==> config.mk <==
export PLATFORM = sky130hd
export DESIGN_NAME = ecc_121_top
export DESIGN_NICKNAME = d
export VERILOG_FILES = /design/src/design/ecc_pkg.sv /design/src/design/ecc_stage_if.sv /design/src/design/ecc_121_top.sv /design/src/design/ecc_capture.sv /design/src/design/ecc_corrector.sv /design/src/design/ecc_syndrome_decoder.sv
export SDC_FILE = /design/constraint.sdc
export NUM_CORES = 1
export LEC_CHECK = 0
export ABC_AREA = 1
export BUFFER_PORTS_ARGS = -buffer_cell sky130_fd_sc_hd__buf_4
export CAP_MARGIN = 20
export CORE_UTILIZATION = 55
export DETAILED_ROUTE_END_ITERATION = 12
export GPL_TIMING_DRIVEN = 0
export PLACE_DENSITY = 0.83
export SYNTH_ARGS = -nofsm -noshare
export SYNTH_HDL_FRONTEND = slang
export SYNTH_HIERARCHICAL = 1
export SYNTH_SLANG_ARGS = --single-unit
==> constraint.sdc <==
create_clock -name clk -period 6.1 [get_ports clk]
set_input_delay 0 -clock clk [delete_from_list [all_inputs] [get_ports clk]]
set_output_delay 0 -clock clk [all_outputs]
set_load 0.005 [all_outputs]
==> src/design/ecc_pkg.sv <==
package ecc_pkg;

    localparam int DATA_W  = 121;
    localparam int CHECK_W = 9;
    localparam int POS_W   = 7;
    localparam int IDX_W   = 7;

    // syndrome seen as a flat vector or as its Hamming fields
    typedef union packed {
        logic [CHECK_W-1:0] raw;
        struct packed {
            logic             overall;
            logic             ext;
            logic [POS_W-1:0] position;
        } fields;
    } ecc_syndrome_u;

    // true for 1, 2, 4, ... 64
    function automatic logic ecc_is_pow2(input logic [POS_W-1:0] value);
        logic [POS_W-1:0] below;
        below = value - 1'b1;
        return (value != '0) && ((value & below) == '0);
    endfunction

    // Hamming position of data bit idx, skipping the power-of-two slots
    function automatic logic [POS_W-1:0] ecc_position(input logic [IDX_W-1:0] idx);
        logic [POS_W:0] pos;
        pos = {1'b0, idx} + 8'd3;
        for (int k = 2; k < POS_W; k++) begin
            if (pos >= (8'd1 << k)) begin
                pos = pos + 1'b1;
            end
        end
        return pos[POS_W-1:0];
    endfunction

    // check column of one data bit, always of odd weight
    function automatic logic [CHECK_W-1:0] ecc_column(input logic [IDX_W-1:0] idx);
        ecc_syndrome_u col;
        col.raw = '0;
        if (idx == IDX_W'(DATA_W - 1)) begin
            // last bit lives on the extension row
            col.fields.overall  = 1'b1;
            col.fields.ext      = 1'b1;
            col.fields.position = 7'd1;
        end else begin
            col.fields.position = ecc_position(idx);
            col.fields.ext      = 1'b0;
            col.fields.overall  = ~^col.fields.position;
        end
        return col.raw;
    endfunction

    // check bits are the XOR of the columns of all set data bits
    function automatic logic [CHECK_W-1:0] ecc_encode(input logic [DATA_W-1:0] data);
        logic [CHECK_W-1:0] check;
        check = '0;
        for (int i = 0; i < DATA_W; i++) begin
            if (data[i]) begin
                check = check ^ ecc_column(IDX_W'(i));
            end
        end
        return check;
    endfunction

    // data-bit index from a Hamming position that is not a power of two
    function automatic logic [IDX_W-1:0] ecc_locate(input logic [POS_W-1:0] position);
        logic [IDX_W-1:0] skipped;
        skipped = '0;
        for (int k = 0; k < POS_W; k++) begin
            // count powers of two at or below the position
            if (position >= POS_W'(1 << k)) begin
                skipped = skipped + 1'b1;
            end
        end
        return position - skipped - 1'b1;
    endfunction

endpackage

==> src/design/ecc_stage_if.sv <==
`timescale 1ns/1ps

interface ecc_stage_if;
    import ecc_pkg::*;

    logic [DATA_W-1:0] data;
    logic              bypass;
    ecc_syndrome_u     syndrome;

    // decode result
    logic              flip;
    logic [IDX_W-1:0]  flip_idx;
    logic              sbit;
    logic              dbit;

    modport source (
        output data, bypass, syndrome, flip, flip_idx, sbit, dbit
    );

    modport sink (
        input data, bypass, syndrome, flip, flip_idx, sbit, dbit
    );

endinterface

==> src/design/ecc_121_top.sv <==
`timescale 1ns/1ps

module ecc_121_top (
    input  logic                         clk,
    input  logic                         rst,
    input  logic [ecc_pkg::DATA_W-1:0]   data_in,
    input  logic [ecc_pkg::CHECK_W-1:0]  parity_in,
    input  logic                         bypass,
    output logic [ecc_pkg::DATA_W-1:0]   data_out,
    output logic [ecc_pkg::CHECK_W-1:0]  parity_out,
    output logic                         sbit_err,
    output logic                         dbit_err
);

    ecc_stage_if cap_to_dec ();
    ecc_stage_if dec_to_cor ();

    // stage 1: encode and syndrome
    ecc_capture u_capture (
        .clk        (clk),
        .rst        (rst),
        .data_in    (data_in),
        .parity_in  (parity_in),
        .bypass     (bypass),
        .parity_out (parity_out),
        .cap_to_dec (cap_to_dec.source)
    );

    // stage 2: classify
    ecc_syndrome_decoder u_decoder (
        .clk        (clk),
        .rst        (rst),
        .cap_to_dec (cap_to_dec.sink),
        .dec_to_cor (dec_to_cor.source)
    );

    // stage 3: fix and drive outputs
    ecc_corrector u_corrector (
        .clk        (clk),
        .rst        (rst),
        .dec_to_cor (dec_to_cor.sink),
        .data_out   (data_out),
        .sbit_err   (sbit_err),
        .dbit_err   (dbit_err)
    );

endmodule

==> src/design/ecc_capture.sv <==
`timescale 1ns/1ps

module ecc_capture (
    input  logic                         clk,
    input  logic                         rst,
    input  logic [ecc_pkg::DATA_W-1:0]   data_in,
    input  logic [ecc_pkg::CHECK_W-1:0]  parity_in,
    input  logic                         bypass,
    output logic [ecc_pkg::CHECK_W-1:0]  parity_out,
    ecc_stage_if.source                  cap_to_dec
);
    import ecc_pkg::*;

    logic [CHECK_W-1:0] check;

    // check bits of the incoming word
    assign check = ecc_encode(data_in);

    always_ff @(posedge clk) begin
        if (rst) begin
            parity_out              <= '0;
            cap_to_dec.data         <= '0;
            cap_to_dec.bypass       <= 1'b0;
            cap_to_dec.syndrome.raw <= '0;
        end else begin
            parity_out              <= check;
            cap_to_dec.data         <= data_in;
            cap_to_dec.bypass       <= bypass;
            cap_to_dec.syndrome.raw <= parity_in ^ check;
        end
    end

    // decode result is produced by the next stage
    assign cap_to_dec.flip     = 1'b0;
    assign cap_to_dec.flip_idx = '0;
    assign cap_to_dec.sbit     = 1'b0;
    assign cap_to_dec.dbit     = 1'b0;

endmodule

==> src/design/ecc_corrector.sv <==
`timescale 1ns/1ps

module ecc_corrector (
    input  logic                       clk,
    input  logic                       rst,
    ecc_stage_if.sink                  dec_to_cor,
    output logic [ecc_pkg::DATA_W-1:0] data_out,
    output logic                       sbit_err,
    output logic                       dbit_err
);
    import ecc_pkg::*;

    logic              correct;
    logic [DATA_W-1:0] mask;
    logic [DATA_W-1:0] corrected;

    // no correction while bypassed
    assign correct   = dec_to_cor.flip && !dec_to_cor.bypass;
    assign mask      = correct ? (DATA_W'(1) << dec_to_cor.flip_idx) : '0;
    assign corrected = dec_to_cor.data ^ mask;

    always_ff @(posedge clk) begin
        if (rst) begin
            data_out <= '0;
            sbit_err <= 1'b0;
            dbit_err <= 1'b0;
        end else begin
            data_out <= corrected;
            sbit_err <= dec_to_cor.sbit && !dec_to_cor.bypass;
            dbit_err <= dec_to_cor.dbit && !dec_to_cor.bypass;
        end
    end

    // decoder must never point past the data word
    a_idx_in_range: assert property (@(posedge clk) disable iff (rst)
        dec_to_cor.flip |-> (dec_to_cor.flip_idx < IDX_W'(DATA_W)));

endmodule

==> src/design/ecc_syndrome_decoder.sv <==
`timescale 1ns/1ps

module ecc_syndrome_decoder (
    input  logic        clk,
    input  logic        rst,
    ecc_stage_if.sink   cap_to_dec,
    ecc_stage_if.source dec_to_cor
);
    import ecc_pkg::*;

    ecc_syndrome_u    syn;
    logic             is_zero;
    logic             is_onehot;
    logic             is_last_col;
    logic             is_data_col;
    logic             flip_d;
    logic [IDX_W-1:0] idx_d;
    logic             sbit_d;
    logic             dbit_d;

    assign syn = cap_to_dec.syndrome;

    assign is_zero     = (syn.raw == '0);
    assign is_onehot   = !is_zero && ((syn.raw & (syn.raw - 1'b1)) == '0);
    assign is_last_col = (syn.raw == ecc_column(IDX_W'(DATA_W - 1)));

    // regular columns have ext clear and odd total weight
    assign is_data_col = (syn.fields.position != '0)
                      && !ecc_is_pow2(syn.fields.position)
                      && !syn.fields.ext
                      && (syn.fields.overall == ~^syn.fields.position);

    always_comb begin
        flip_d = 1'b0;
        idx_d  = '0;
        sbit_d = 1'b0;
        dbit_d = 1'b0;
        if (!is_zero) begin
            if (is_onehot) begin
                // only a check bit flipped
                sbit_d = 1'b1;
            end else if (is_last_col) begin
                flip_d = 1'b1;
                idx_d  = IDX_W'(DATA_W - 1);
                sbit_d = 1'b1;
            end else if (is_data_col) begin
                flip_d = 1'b1;
                idx_d  = ecc_locate(syn.fields.position);
                sbit_d = 1'b1;
            end else begin
                dbit_d = 1'b1;
            end
        end
    end

    always_ff @(posedge clk) begin
        if (rst) begin
            dec_to_cor.data     <= '0;
            dec_to_cor.bypass   <= 1'b0;
            dec_to_cor.flip     <= 1'b0;
            dec_to_cor.flip_idx <= '0;
            dec_to_cor.sbit     <= 1'b0;
            dec_to_cor.dbit     <= 1'b0;
        end else begin
            dec_to_cor.data     <= cap_to_dec.data;
            dec_to_cor.bypass   <= cap_to_dec.bypass;
            dec_to_cor.flip     <= flip_d;
            dec_to_cor.flip_idx <= idx_d;
            dec_to_cor.sbit     <= sbit_d;
            dec_to_cor.dbit     <= dbit_d;
        end
    end

    // syndrome is consumed here
    assign dec_to_cor.syndrome.raw = '0;

    // a flip points back at the column that made the syndrome
    a_flip_is_single: assert property (@(posedge clk) disable iff (rst)
        dec_to_cor.flip |-> dec_to_cor.sbit
            && (ecc_column(dec_to_cor.flip_idx) == $past(cap_to_dec.syndrome.raw)));

    // single errors only come from odd-weight syndromes
    a_flags_exclusive: assert property (@(posedge clk) disable iff (rst)
        dec_to_cor.sbit |-> !dec_to_cor.dbit && $past(^cap_to_dec.syndrome.raw));

endmodule

Word level (Yosys, flattened, before mapping)
Index checks and enable logic that the tools add are counted.
Operators by class
  $lt $le $gt $ge: 483
  multiplexer cells: 1354
  $mul: 0
  $add $sub $neg: 486
  bitwise operators: 125
  equality and inequality tests: 2
  divide/modulo/power cells: 0
  reduce and logical (&&, ||, !) cells: 140
  shift-type cells: 1
Operators with widths (number)
  8-bit 2-to-1 mux: 833
  8-bit by 1-bit adder with 8-bit output, second input constant: 357
  9-bit 2-to-1 mux: 241
  7-bit 2-to-1 mux: 274
  9-bit bitwise XOR: 121
  8-bit by 4-bit >= comparator with 1-bit output, second input constant: 119
  8-bit by 5-bit >= comparator with 1-bit output, second input constant: 119
  8-bit by 6-bit >= comparator with 1-bit output, second input constant: 119
  8-bit by 7-bit >= comparator with 1-bit output, second input constant: 119
  7-bit by 1-bit adder with 7-bit output, second input constant: 125
  7-bit XNOR reduction: 120
  121-bit 2-to-1 mux: 1
  1-bit by 7-bit left shift with 121-bit output, first input constant: 1
  121-bit bitwise XOR: 1
  9-bit logical NOT: 2
  7-bit by 1-bit subtractor with 7-bit output, second input constant: 2
  9-bit AND: 1
  9-bit == test, second input constant: 1
  9-bit by 1-bit subtractor with 9-bit output, second input constant: 1
  1-bit logical AND: 8
  7-bit AND: 1
  7-bit by 1-bit >= comparator with 1-bit output, second input constant: 1
  7-bit by 2-bit >= comparator with 1-bit output, second input constant: 1
  7-bit by 3-bit >= comparator with 1-bit output, second input constant: 1
  15 further kinds: 22
Word-level totals
  memories: 0
  input bits: 133
  latch bits: 0
  register bits: 395
  ROM bits: 0
  RAM bits: 0
  word-level logic and storage cells: 2605
  output and inout bits: 132

Logic depth before layout (Yosys ltp)
Gate-level depths: netlist of the first run.
  depth in word-level cells: 256
  gate-level depth with buffers: 38
  gate-level depth less buffers: 38

Cells and area by module
The synthesis of the first run kept the hierarchy.
By module, submodules not included
  ecc_capture: instances 1, cells each 1602, area an instance 10012.1 sq um, sequential area each 2782.7 sq um
  ecc_corrector: instances 1, cells each 910, area an instance 5825.6 sq um, sequential area each 2462.4 sq um
  ecc_syndrome_decoder: instances 1, cells each 609, area an instance 4943.5 sq um, sequential area each 2642.5 sq um

Least setup slack after synthesis of the first run
No wires, ideal clock.
  kind: register to register
  start: register u_capture.cap_to_dec.syndrome[5]
  end: register u_decoder.dec_to_cor.flip_idx[6]
  setup slack: 1.309 ns
  arrival time: 4.676 ns
  buffers on the path: 0
  required time: 5.985 ns
  clock period less this slack: 4.791 ns
  cell stages (with the launch flop): 37
  setup time: 0.115 ns
  cell sequence: dfxtp_1 -> inv_1 -> ha_1 -> inv_1 -> nor2_4 -> nand2_1 -> nand3_2 -> inv_1 -> ha_1 -> inv_1 -> nand4_1 -> nand2_2 -> inv_2 -> nand2_1 -> nand3_1 -> nand2_1 -> inv_1 -> ha_1 -> nand2_1 -> nand2_1 -> ha_1 -> nand2_1 -> nand2_2 -> ha_1 -> or2_2 -> o21ai_2 -> inv_1 -> fa_1 -> nor2_1 -> o21ai_0 -> nand2_1 -> nand2_1 -> nand2_1 -> a21oi_1 -> xor2_1 -> inv_1 -> o21a_1
Between the ends
  cells in the longest elaborated chain, start to end: 46
  elaborated cells on any way between the ends: 71
  classes of those cells: add/sub (10); order compare (7); eq/ne (2); mux (37); bitwise (2); reduce/logical (13)
RTL lines
  start, declared: RTL line ecc_stage_if.sv:17  | output data, bypass, syndrome, flip, flip_idx, sbit, dbit
  7-bit by 1-bit >= comparator with 1-bit output: RTL line ecc_pkg.sv:72  | if (position >= POS_W'(1 << k)) begin
  1-bit 2-to-1 mux: RTL line ecc_pkg.sv:72
  7-bit 2-to-1 mux: RTL line ecc_syndrome_decoder.sv:46  | end else if (is_data_col) begin
  7-bit 2-to-1 mux: RTL line ecc_syndrome_decoder.sv:42  | end else if (is_last_col) begin
  7-bit 2-to-1 mux: RTL line ecc_syndrome_decoder.sv:39  | if (is_onehot) begin
  7-bit 2-to-1 mux: RTL line ecc_syndrome_decoder.sv:38  | if (!is_zero) begin
  7-bit by 1-bit adder with 7-bit output: RTL line ecc_pkg.sv:73  | skipped = skipped + 1'b1;
  7-bit 2-to-1 mux: RTL line ecc_pkg.sv:72
  [30 not listed]
  7-bit 2-to-1 mux: RTL line ecc_syndrome_decoder.sv:46
  7-bit 2-to-1 mux: RTL line ecc_syndrome_decoder.sv:42
  7-bit 2-to-1 mux: RTL line ecc_syndrome_decoder.sv:39
  7-bit 2-to-1 mux: RTL line ecc_syndrome_decoder.sv:38
  7-bit subtractor: RTL line ecc_pkg.sv:76  | return position - skipped - 1'b1;
  7-bit by 1-bit subtractor with 7-bit output: RTL line ecc_pkg.sv:76
  7-bit 2-to-1 mux: RTL line ecc_syndrome_decoder.sv:46
  7-bit 2-to-1 mux: RTL line ecc_syndrome_decoder.sv:42
  end signal, assigned: RTL line ecc_syndrome_decoder.sv:68  | dec_to_cor.flip_idx <= idx_d;
  end, declared: RTL line ecc_stage_if.sv:17
Parallel ways exist; a longest one is shown, timed or not. The select of a mux whose other input is x is not followed.
A chain may end at the register's enable or synchronous reset.

Final worst setup path of the first run
Same ends and word-level chain as after synthesis.

==> metrics.md, run 1 <==
| Metric | Value |
|---|---|
| # DRC | `0` |
| Fin crit share | `0.973` |
| # Max-Cap Violations | `0` |
| Vias per cell | `5.33` |
| GRT Residual Overflow | `0` |
| Wire per inst | `roughly 19 um` |
| DRT Pass-1 Iters | `8` |
| Fin area | `25,400 um2` |
| Clock Pin Slew Worst Setup and Hold Paths | `~60 ps` |
| First-pass GRT wire length | `114 mm` |
| Chip height | `196 um` |
| Pin count of the biggest net entering global routing | `17` |
| H-Tree Depth | `2` |
| Site Rows | `70` |
| Post-cts sizing count | `0` |
| Num CTS Buffers | `38` |
| Top Family by Delay on Critical Path | `adder cells` |
| WL final | `between 70 and 80 mm` |
| Final hold vios | `0` |
| Endpoints failing setup | `0` |
| Initial antenna violation count | `1` |
| Fin crit period | `5940 ps` |
| Mapped Nets | `3,256` |
| Post-DP HPWL | `58.1 mm` |
| Most common cell after layout, fill and taps aside | `nand2_1` |
| Initial Utilization | `0.561` |
| I/O pin count | `265` |
| Critical path startpoint category | `flop` |
| Slowest stage delay, CP | `660 ps` |
| Req. time, crit path | `6520 ps` |
| HP Start | `rst` |
| Crit-path slowest cell | `dfxtp_1` |
| Crit. End Element | `flop` |
| # hold bufs at CTS | `~130` |
| Pwr Total | `8.28 mW` |
| Routed via count | `21,228` |
| WHS | `5.37 ps` |
| Reg2reg start | `u_capture/cap_to_dec.syndrome[5]` |
| Worst vdd ir | `0.000230 V` |
| Remaining antenna violation count | `0` |
| Synth Instances | `3,100` |
| Max Slew Vio Count | `0` |
| Sequential Area | `7890 um2` |
| Yosys warnings | `6` |
| Worst slew pin tran | `between 1000 and 1500 ps` |
| I/O Buffers | `215` |
| Commonest cells after routing, fill and taps aside | `nand2_1 (820), nor2_1 (514), inv_1 (452), dfxtp_1 (394), buf_4 (232)` |
| Setup CP Type | `reg2reg` |
| Status | `finished clean` |
| Layout cells sized above 1 | `0.127` |
| Max_slew headroom | `0.287` |
| Crit path top cell by count | `nand2_1` |
| Mapped Area | `20,600 um2` |
| Area Overhead vs Synth | `23.1%` |
| Synth Area per Inst | `6.66 um2` |
| Tot GR Track Use | `0.393` |
| Later-pin clock latency in the skew report | `530 ps` |
| DR iter-0 viols | `2,509` |
| Clk root buf | `clkbuf_16` |
| Layout fillers | `around 3,000` |
| Crit. Startpoint | `u_capture/cap_to_dec.syndrome[5]` |
| Worst Skew | `24.2 ps` |
| Worst hold path class | `in2reg` |
| Core area | `36,800 um2` |
| Standby leakage power | `13.0 nW` |
| DP Area | `roughly 23,000 um2` |
| RSZ-0062 raised after global routing | `false` |
| Critical Path AT | `6360 ps` |
| Max Freq | `0.168 GHz` |
| CTS tree | `done` |
| Buffer count from post-CTS setup fixing | `0` |
| Multi-input combinational cell area | `~10,000 um2` |
| CTS Sinks | `394` |
| Chip width | `approximately 200 um` |
| Routability Congestion | `1.08` |
| Worst Path Max Fanout | `5` |
| Setup_tns | `0 ps` |
| Nets | `3,643` |
| Max clock buf depth | `3` |
| CP bufs+invs | `8` |
| Power density cells | `~330 nW/um2` |
| Vias in the first global route | `between 15,000 and 20,000` |
| Final core occ | `0.690` |
| Die area | `38,300 um2` |
path summary, 6_finish.rpt:
kind	endpoint	slack, ps	depth (start not counted)
worst min-delay path	u_capture/cap_to_dec.syndrome[6]	5	4
worst min register to register	u_decoder/dec_to_cor.data[98]	390	2
worst max register to register	u_decoder/dec_to_cor.flip_idx[6]	160	36
worst max-delay path	u_decoder/dec_to_cor.flip_idx[6]	160	36
stage by stage:
| stage | setup WS (ps) | std cells |
|---|---|---|
| 2_1_floorplan | 1310 | 3100 |
| 3_3_place_gp | 693 | 3783 |
| 3_5_place_dp | 626 | 3783 |
| 4_1_cts | 427 | 3979 |
| 5_1_grt | 2.50 | 3980 |
| 6_report | 163 | 3980 |
worst reg2reg max path: cells and delay by family, from the launching register on:
kind | cells | cell delay [ps]
AOI/OAI and AO/OA | 4 | 420
xor gates and xnor gates | 1 | 170
adders and majority gates | 6 | 1910
buffers and inverters | 8 | 800
DFF | 1 | 660
and+or+nand+nor | 17 | 1890
area by class of cell:
type / instances / share of cell area
Multi-Input combinational cell: 2084 / 0.404
Clock inverter: 17 / 0.00882
Antenna cell: 1 / 0.0000985
Timing Repair Buffer: 347 / 0.116
Tap cell: 468 / 0.0231
Sequential cell: 394 / 0.311
Clock buffer: 47 / 0.0400
Inverter: 492 / 0.0728
Buffer: 130 / 0.0255
routing by layer:
layer  up-vias  track usage  routed length, um
li1      10073            -                  -
met1      9459        0.493              29800
met2      1371        0.633              33600
met3       325       0.0583               7600
met4         0        0.258               5780
met5         -            0                  0
flip-flops by register name, indices dropped and copies added, names as in the netlist:
signal and count:
u_decoder/dec_to_cor.dbit 1, u_capture/cap_to_dec.bypass 1, u_capture/cap_to_dec.data 120, u_decoder/dec_to_cor.data 121, u_decoder/dec_to_cor.flip 1, u_decoder/dec_to_cor.flip_idx 7
u_corrector/dbit_err 1, u_capture/cap_to_dec.syndrome 9, u_corrector/sbit_err 1, u_decoder/dec_to_cor.bypass 1, u_decoder/dec_to_cor.sbit 1, u_capture/parity_out 9
u_corrector/data_out 121
power breakdown:
group	switching, mW	internal (mW)	leakage (nW)
Sequential	0.114	2.73	3.24
Clock	0.991	1.36	0.604
Combinational	1.97	1.11	9.20
Power figures use the tool's default switching activity.
==> run 2, diff against run 1 <==
--- a/config.mk
+++ b/config.mk
@@ -8,10 +8,11 @@
 export ABC_AREA = 1
 export BUFFER_PORTS_ARGS = -buffer_cell sky130_fd_sc_hd__buf_4
 export CAP_MARGIN = 20
-export CORE_UTILIZATION = 55
+export CORE_MARGIN = 10
+export CORE_UTILIZATION = 59
 export DETAILED_ROUTE_END_ITERATION = 12
 export GPL_TIMING_DRIVEN = 0
-export PLACE_DENSITY = 0.83
+export PLACE_DENSITY = 0.88
 export SYNTH_ARGS = -nofsm -noshare
 export SYNTH_HDL_FRONTEND = slang
 export SYNTH_HIERARCHICAL = 1
==> run 2 against run 1 <==
  * Clock power decreased by 5%
  * Sequential share of layout area barely moved
  * Combinational power is 2% higher
  * Clock skew shrank 5.2 ps
  * Critical path depth did not move
  * Maximum frequency rose by 5.5%
  * Register-to-register slack better by 310 ps
  * Global-route usage shrank 1.3 points
  * Total power is 0.55% lower
  * Via count grew 1.7%
  * Final cell count down 0.20%
  * Critical endpoint unchanged
==> metrics.md, run 2 (same netlist as run 1, synthesis figures left out) <==
| Metric | Value |
|---|---|
| I/O pin count | `265 (unchanged)` |
| Worst hold path class | `in2reg` |
| WL final | `83.5 mm (+8.8%)` |
| I/O Buffers | `215 (unchanged)` |
| Buffer count from post-CTS setup fixing | `0 (unchanged)` |
| Final setup margin | `475 ps (+312 ps)` |
| Req. time, crit path | `6520 ps (about the same)` |
| Clock Pin Slew Worst Setup and Hold Paths | `60 ps (about the same)` |
| Worst Skew | `18.9 ps (-5.22 ps)` |
| Post-cts sizing count | `0 (unchanged)` |
| Largest regs | `u_corrector/data_out x121, u_decoder/dec_to_cor.data x121, u_capture/cap_to_dec.data x120` |
| Max_slew headroom | `0.232 (-0.0550)` |
| Setup CP Type | `reg2reg` |
| Worst Path Max Fanout | `5 (unchanged)` |
| WHS | `22.2 ps (+16.8 ps)` |
| DRT Pass-1 Iters | `8 (unchanged)` |
| Max Freq | `0.178 GHz (+5.5%)` |
| Pin count of the biggest net entering global routing | `15 (-2)` |
| # DRC | `0 (unchanged)` |
| Most common cell after layout, fill and taps aside | `nand2_1` |
| Worst vdd ir | `0.000324 V (+41%)` |
| Num CTS Buffers | `38 (unchanged)` |
| Commonest cells after routing, fill and taps aside | `nand2_1 (820), nor2_1 (514), inv_1 (452), dfxtp_1 (394), buf_4 (232)` |
| Nets | `3,650 (+0.19%)` |
| Max Slew Vio Count | `0 (unchanged)` |
| Wire per inst | `21.0 um (+9.0%)` |
| Slowest stage delay, CP | `590 ps (-70 ps)` |
| Crit. End Element | `flop` |
| Final core occ | `0.735 (+0.0444)` |
| Endpoints failing setup | `0 (unchanged)` |
| CTS tree | `done` |
| Core area | `34,500 um2 (-6.1%)` |
| Vias in the first global route | `20,778 (+5.6%)` |
| Tot GR Track Use | `0.381 (-0.0125)` |
| Chip width | `207 um (+5.8%)` |
| GRT Residual Overflow | `0 (unchanged)` |
| Critical path startpoint category | `flop` |
| Initial Utilization | `0.597 (+0.0364)` |
| Site Rows | `68 (-2.9%)` |
| Post-DP HPWL | `63.4 mm (+9.0%)` |
| Vias per cell | `5.43 (+1.9%)` |
| Crit path top cell by count | `nand2_1` |
| Setup_tns | `0 ps (unchanged)` |
| DR iter-0 viols | `2,645 (+5.4%)` |
| Worst slew pin tran | `1140 ps (+81.8 ps)` |
| Power density cells | `325 nW/um2 (-0.50%)` |
| CTS Sinks | `394 (unchanged)` |
| Non-filler cells, final | `3,972 (-0.20%)` |
| Crit-path slowest cell | `dfxtp_1` |
| Routability Congestion | `1.07 (-0.30%)` |
| Final hold vios | `0 (unchanged)` |
| DP Worst Slack | `680 ps (+53.2 ps)` |
| Critical Path AT | `6040 ps (-320 ps)` |
| Routed via count | `21,582 (+1.7%)` |
| Chip height | `207 um (+5.8%)` |
| First-pass GRT wire length | `123 mm (+8.3%)` |
| Max clock buf depth | `3 (unchanged)` |
| Layout cells sized above 1 | `0.127 (-0.000465)` |
| Fin crit period | `5630 ps (-312 ps)` |
| Later-pin clock latency in the skew report | `540 ps (about the same)` |
| Area Overhead vs Synth | `23.0% (about the same)` |
| Remaining antenna violation count | `0 (unchanged)` |
| Clk root buf | `clkbuf_16` |
| # Max-Cap Violations | `0 (unchanged)` |
| RSZ-0062 raised after global routing | `false` |
| Status | `finished clean` |
| Standby leakage power | `13.1 nW (about the same)` |
| H-Tree Depth | `2 (unchanged)` |
| Die area | `42,800 um2 (+12%)` |
| Fin crit share | `0.922 (-0.0511)` |
| Initial antenna violation count | `2 (+1)` |
| Post-Place Cells | `3,770 (-0.34%)` |
==> run 2: changes by cell type in the layout (fill, tap and decap cells not counted), sizes merged <==
| cell | previous run | this run |
|---|---|---|
| clkinvlp | 2 | 3 |
| inv | 486 | 487 |
| dlygate4sd3 | 132 | 139 |
| clkinv | 17 | 12 |
| bufinv | 4 | 0 |
| clkbuf | 91 | 96 |
==> run 2: through the flow <==
| stage | area, um2 | power [mW] |
|---|---|---|
| after floorplan | 20600 | 4.96 |
| after global placement | 22800 | 5.69 |
| after detailed placement | 22800 | 5.76 |
| after CTS | 25400 | 8.05 |
| after global routing | 25400 | 8.66 |
| final | 25400 | 8.24 |
==> run 2: final timing paths <==
path | endpoint | slack, ps | depth (start not counted) | startpoint
worst max register to register | u_decoder/dec_to_cor.flip_idx[6] | 470 | 36 | u_capture/cap_to_dec.syndrome[5]
worst min register to register | u_decoder/dec_to_cor.data[64] | 400 | 2 | u_capture/cap_to_dec.data[64]
worst max-delay path | u_decoder/dec_to_cor.flip_idx[6] | 470 | 36 | u_capture/cap_to_dec.syndrome[5]
worst min-delay path | u_capture/cap_to_dec.data[118] | 20 | 3 | rst
==> run 2: final cells by class <==
class                           count  area [um2]
Clock buffer                       52        1100
Inverter                          492        1850
Antenna cell                        1        2.50
Sequential cell                   394        7890
Clock inverter                     10        67.6
Timing Repair Buffer              354        3010
Tap cell                          455         569
Buffer                            130         647
Multi-Input combinational cell   2084       10200
Fill cell                        2696        9160
==> run 2: power breakdown <==
group | internal, mW | switching [mW]
clock | 1.27 | 0.974
combinational | 1.12 | 2.03
sequential | 2.73 | 0.112
total | 5.12 | 3.11
==> run 2: per-layer routing <==
layer,vias up,wire length (um),global-route usage,part of all wire
li1,10087,-,-,-
met1,9615,31200,0.467,0.37
met2,1532,36600,0.606,0.44
met3,346,9220,0.0659,0.11
met4,2,6440,0.253,0.077
met5,-,13,0,0.00016
==> run 2: repair_timing <==
| action | in CTS | in global routing |
|---|---|---|
| setup endpoints to repair | 0 | 0 |
| hold buffers | 139 | 0 |
| endpoints found under the hold margin | 138 | 0 |
==> run 2: critical path, delay by kind of cell (launching register included) <==
kind	cells	cell delay [ps]
compound gates	4	410
xor+xnor	1	130
fa+ha+maj	6	1830
buf+inv	8	720
flops	1	590
simple gates	17	1820
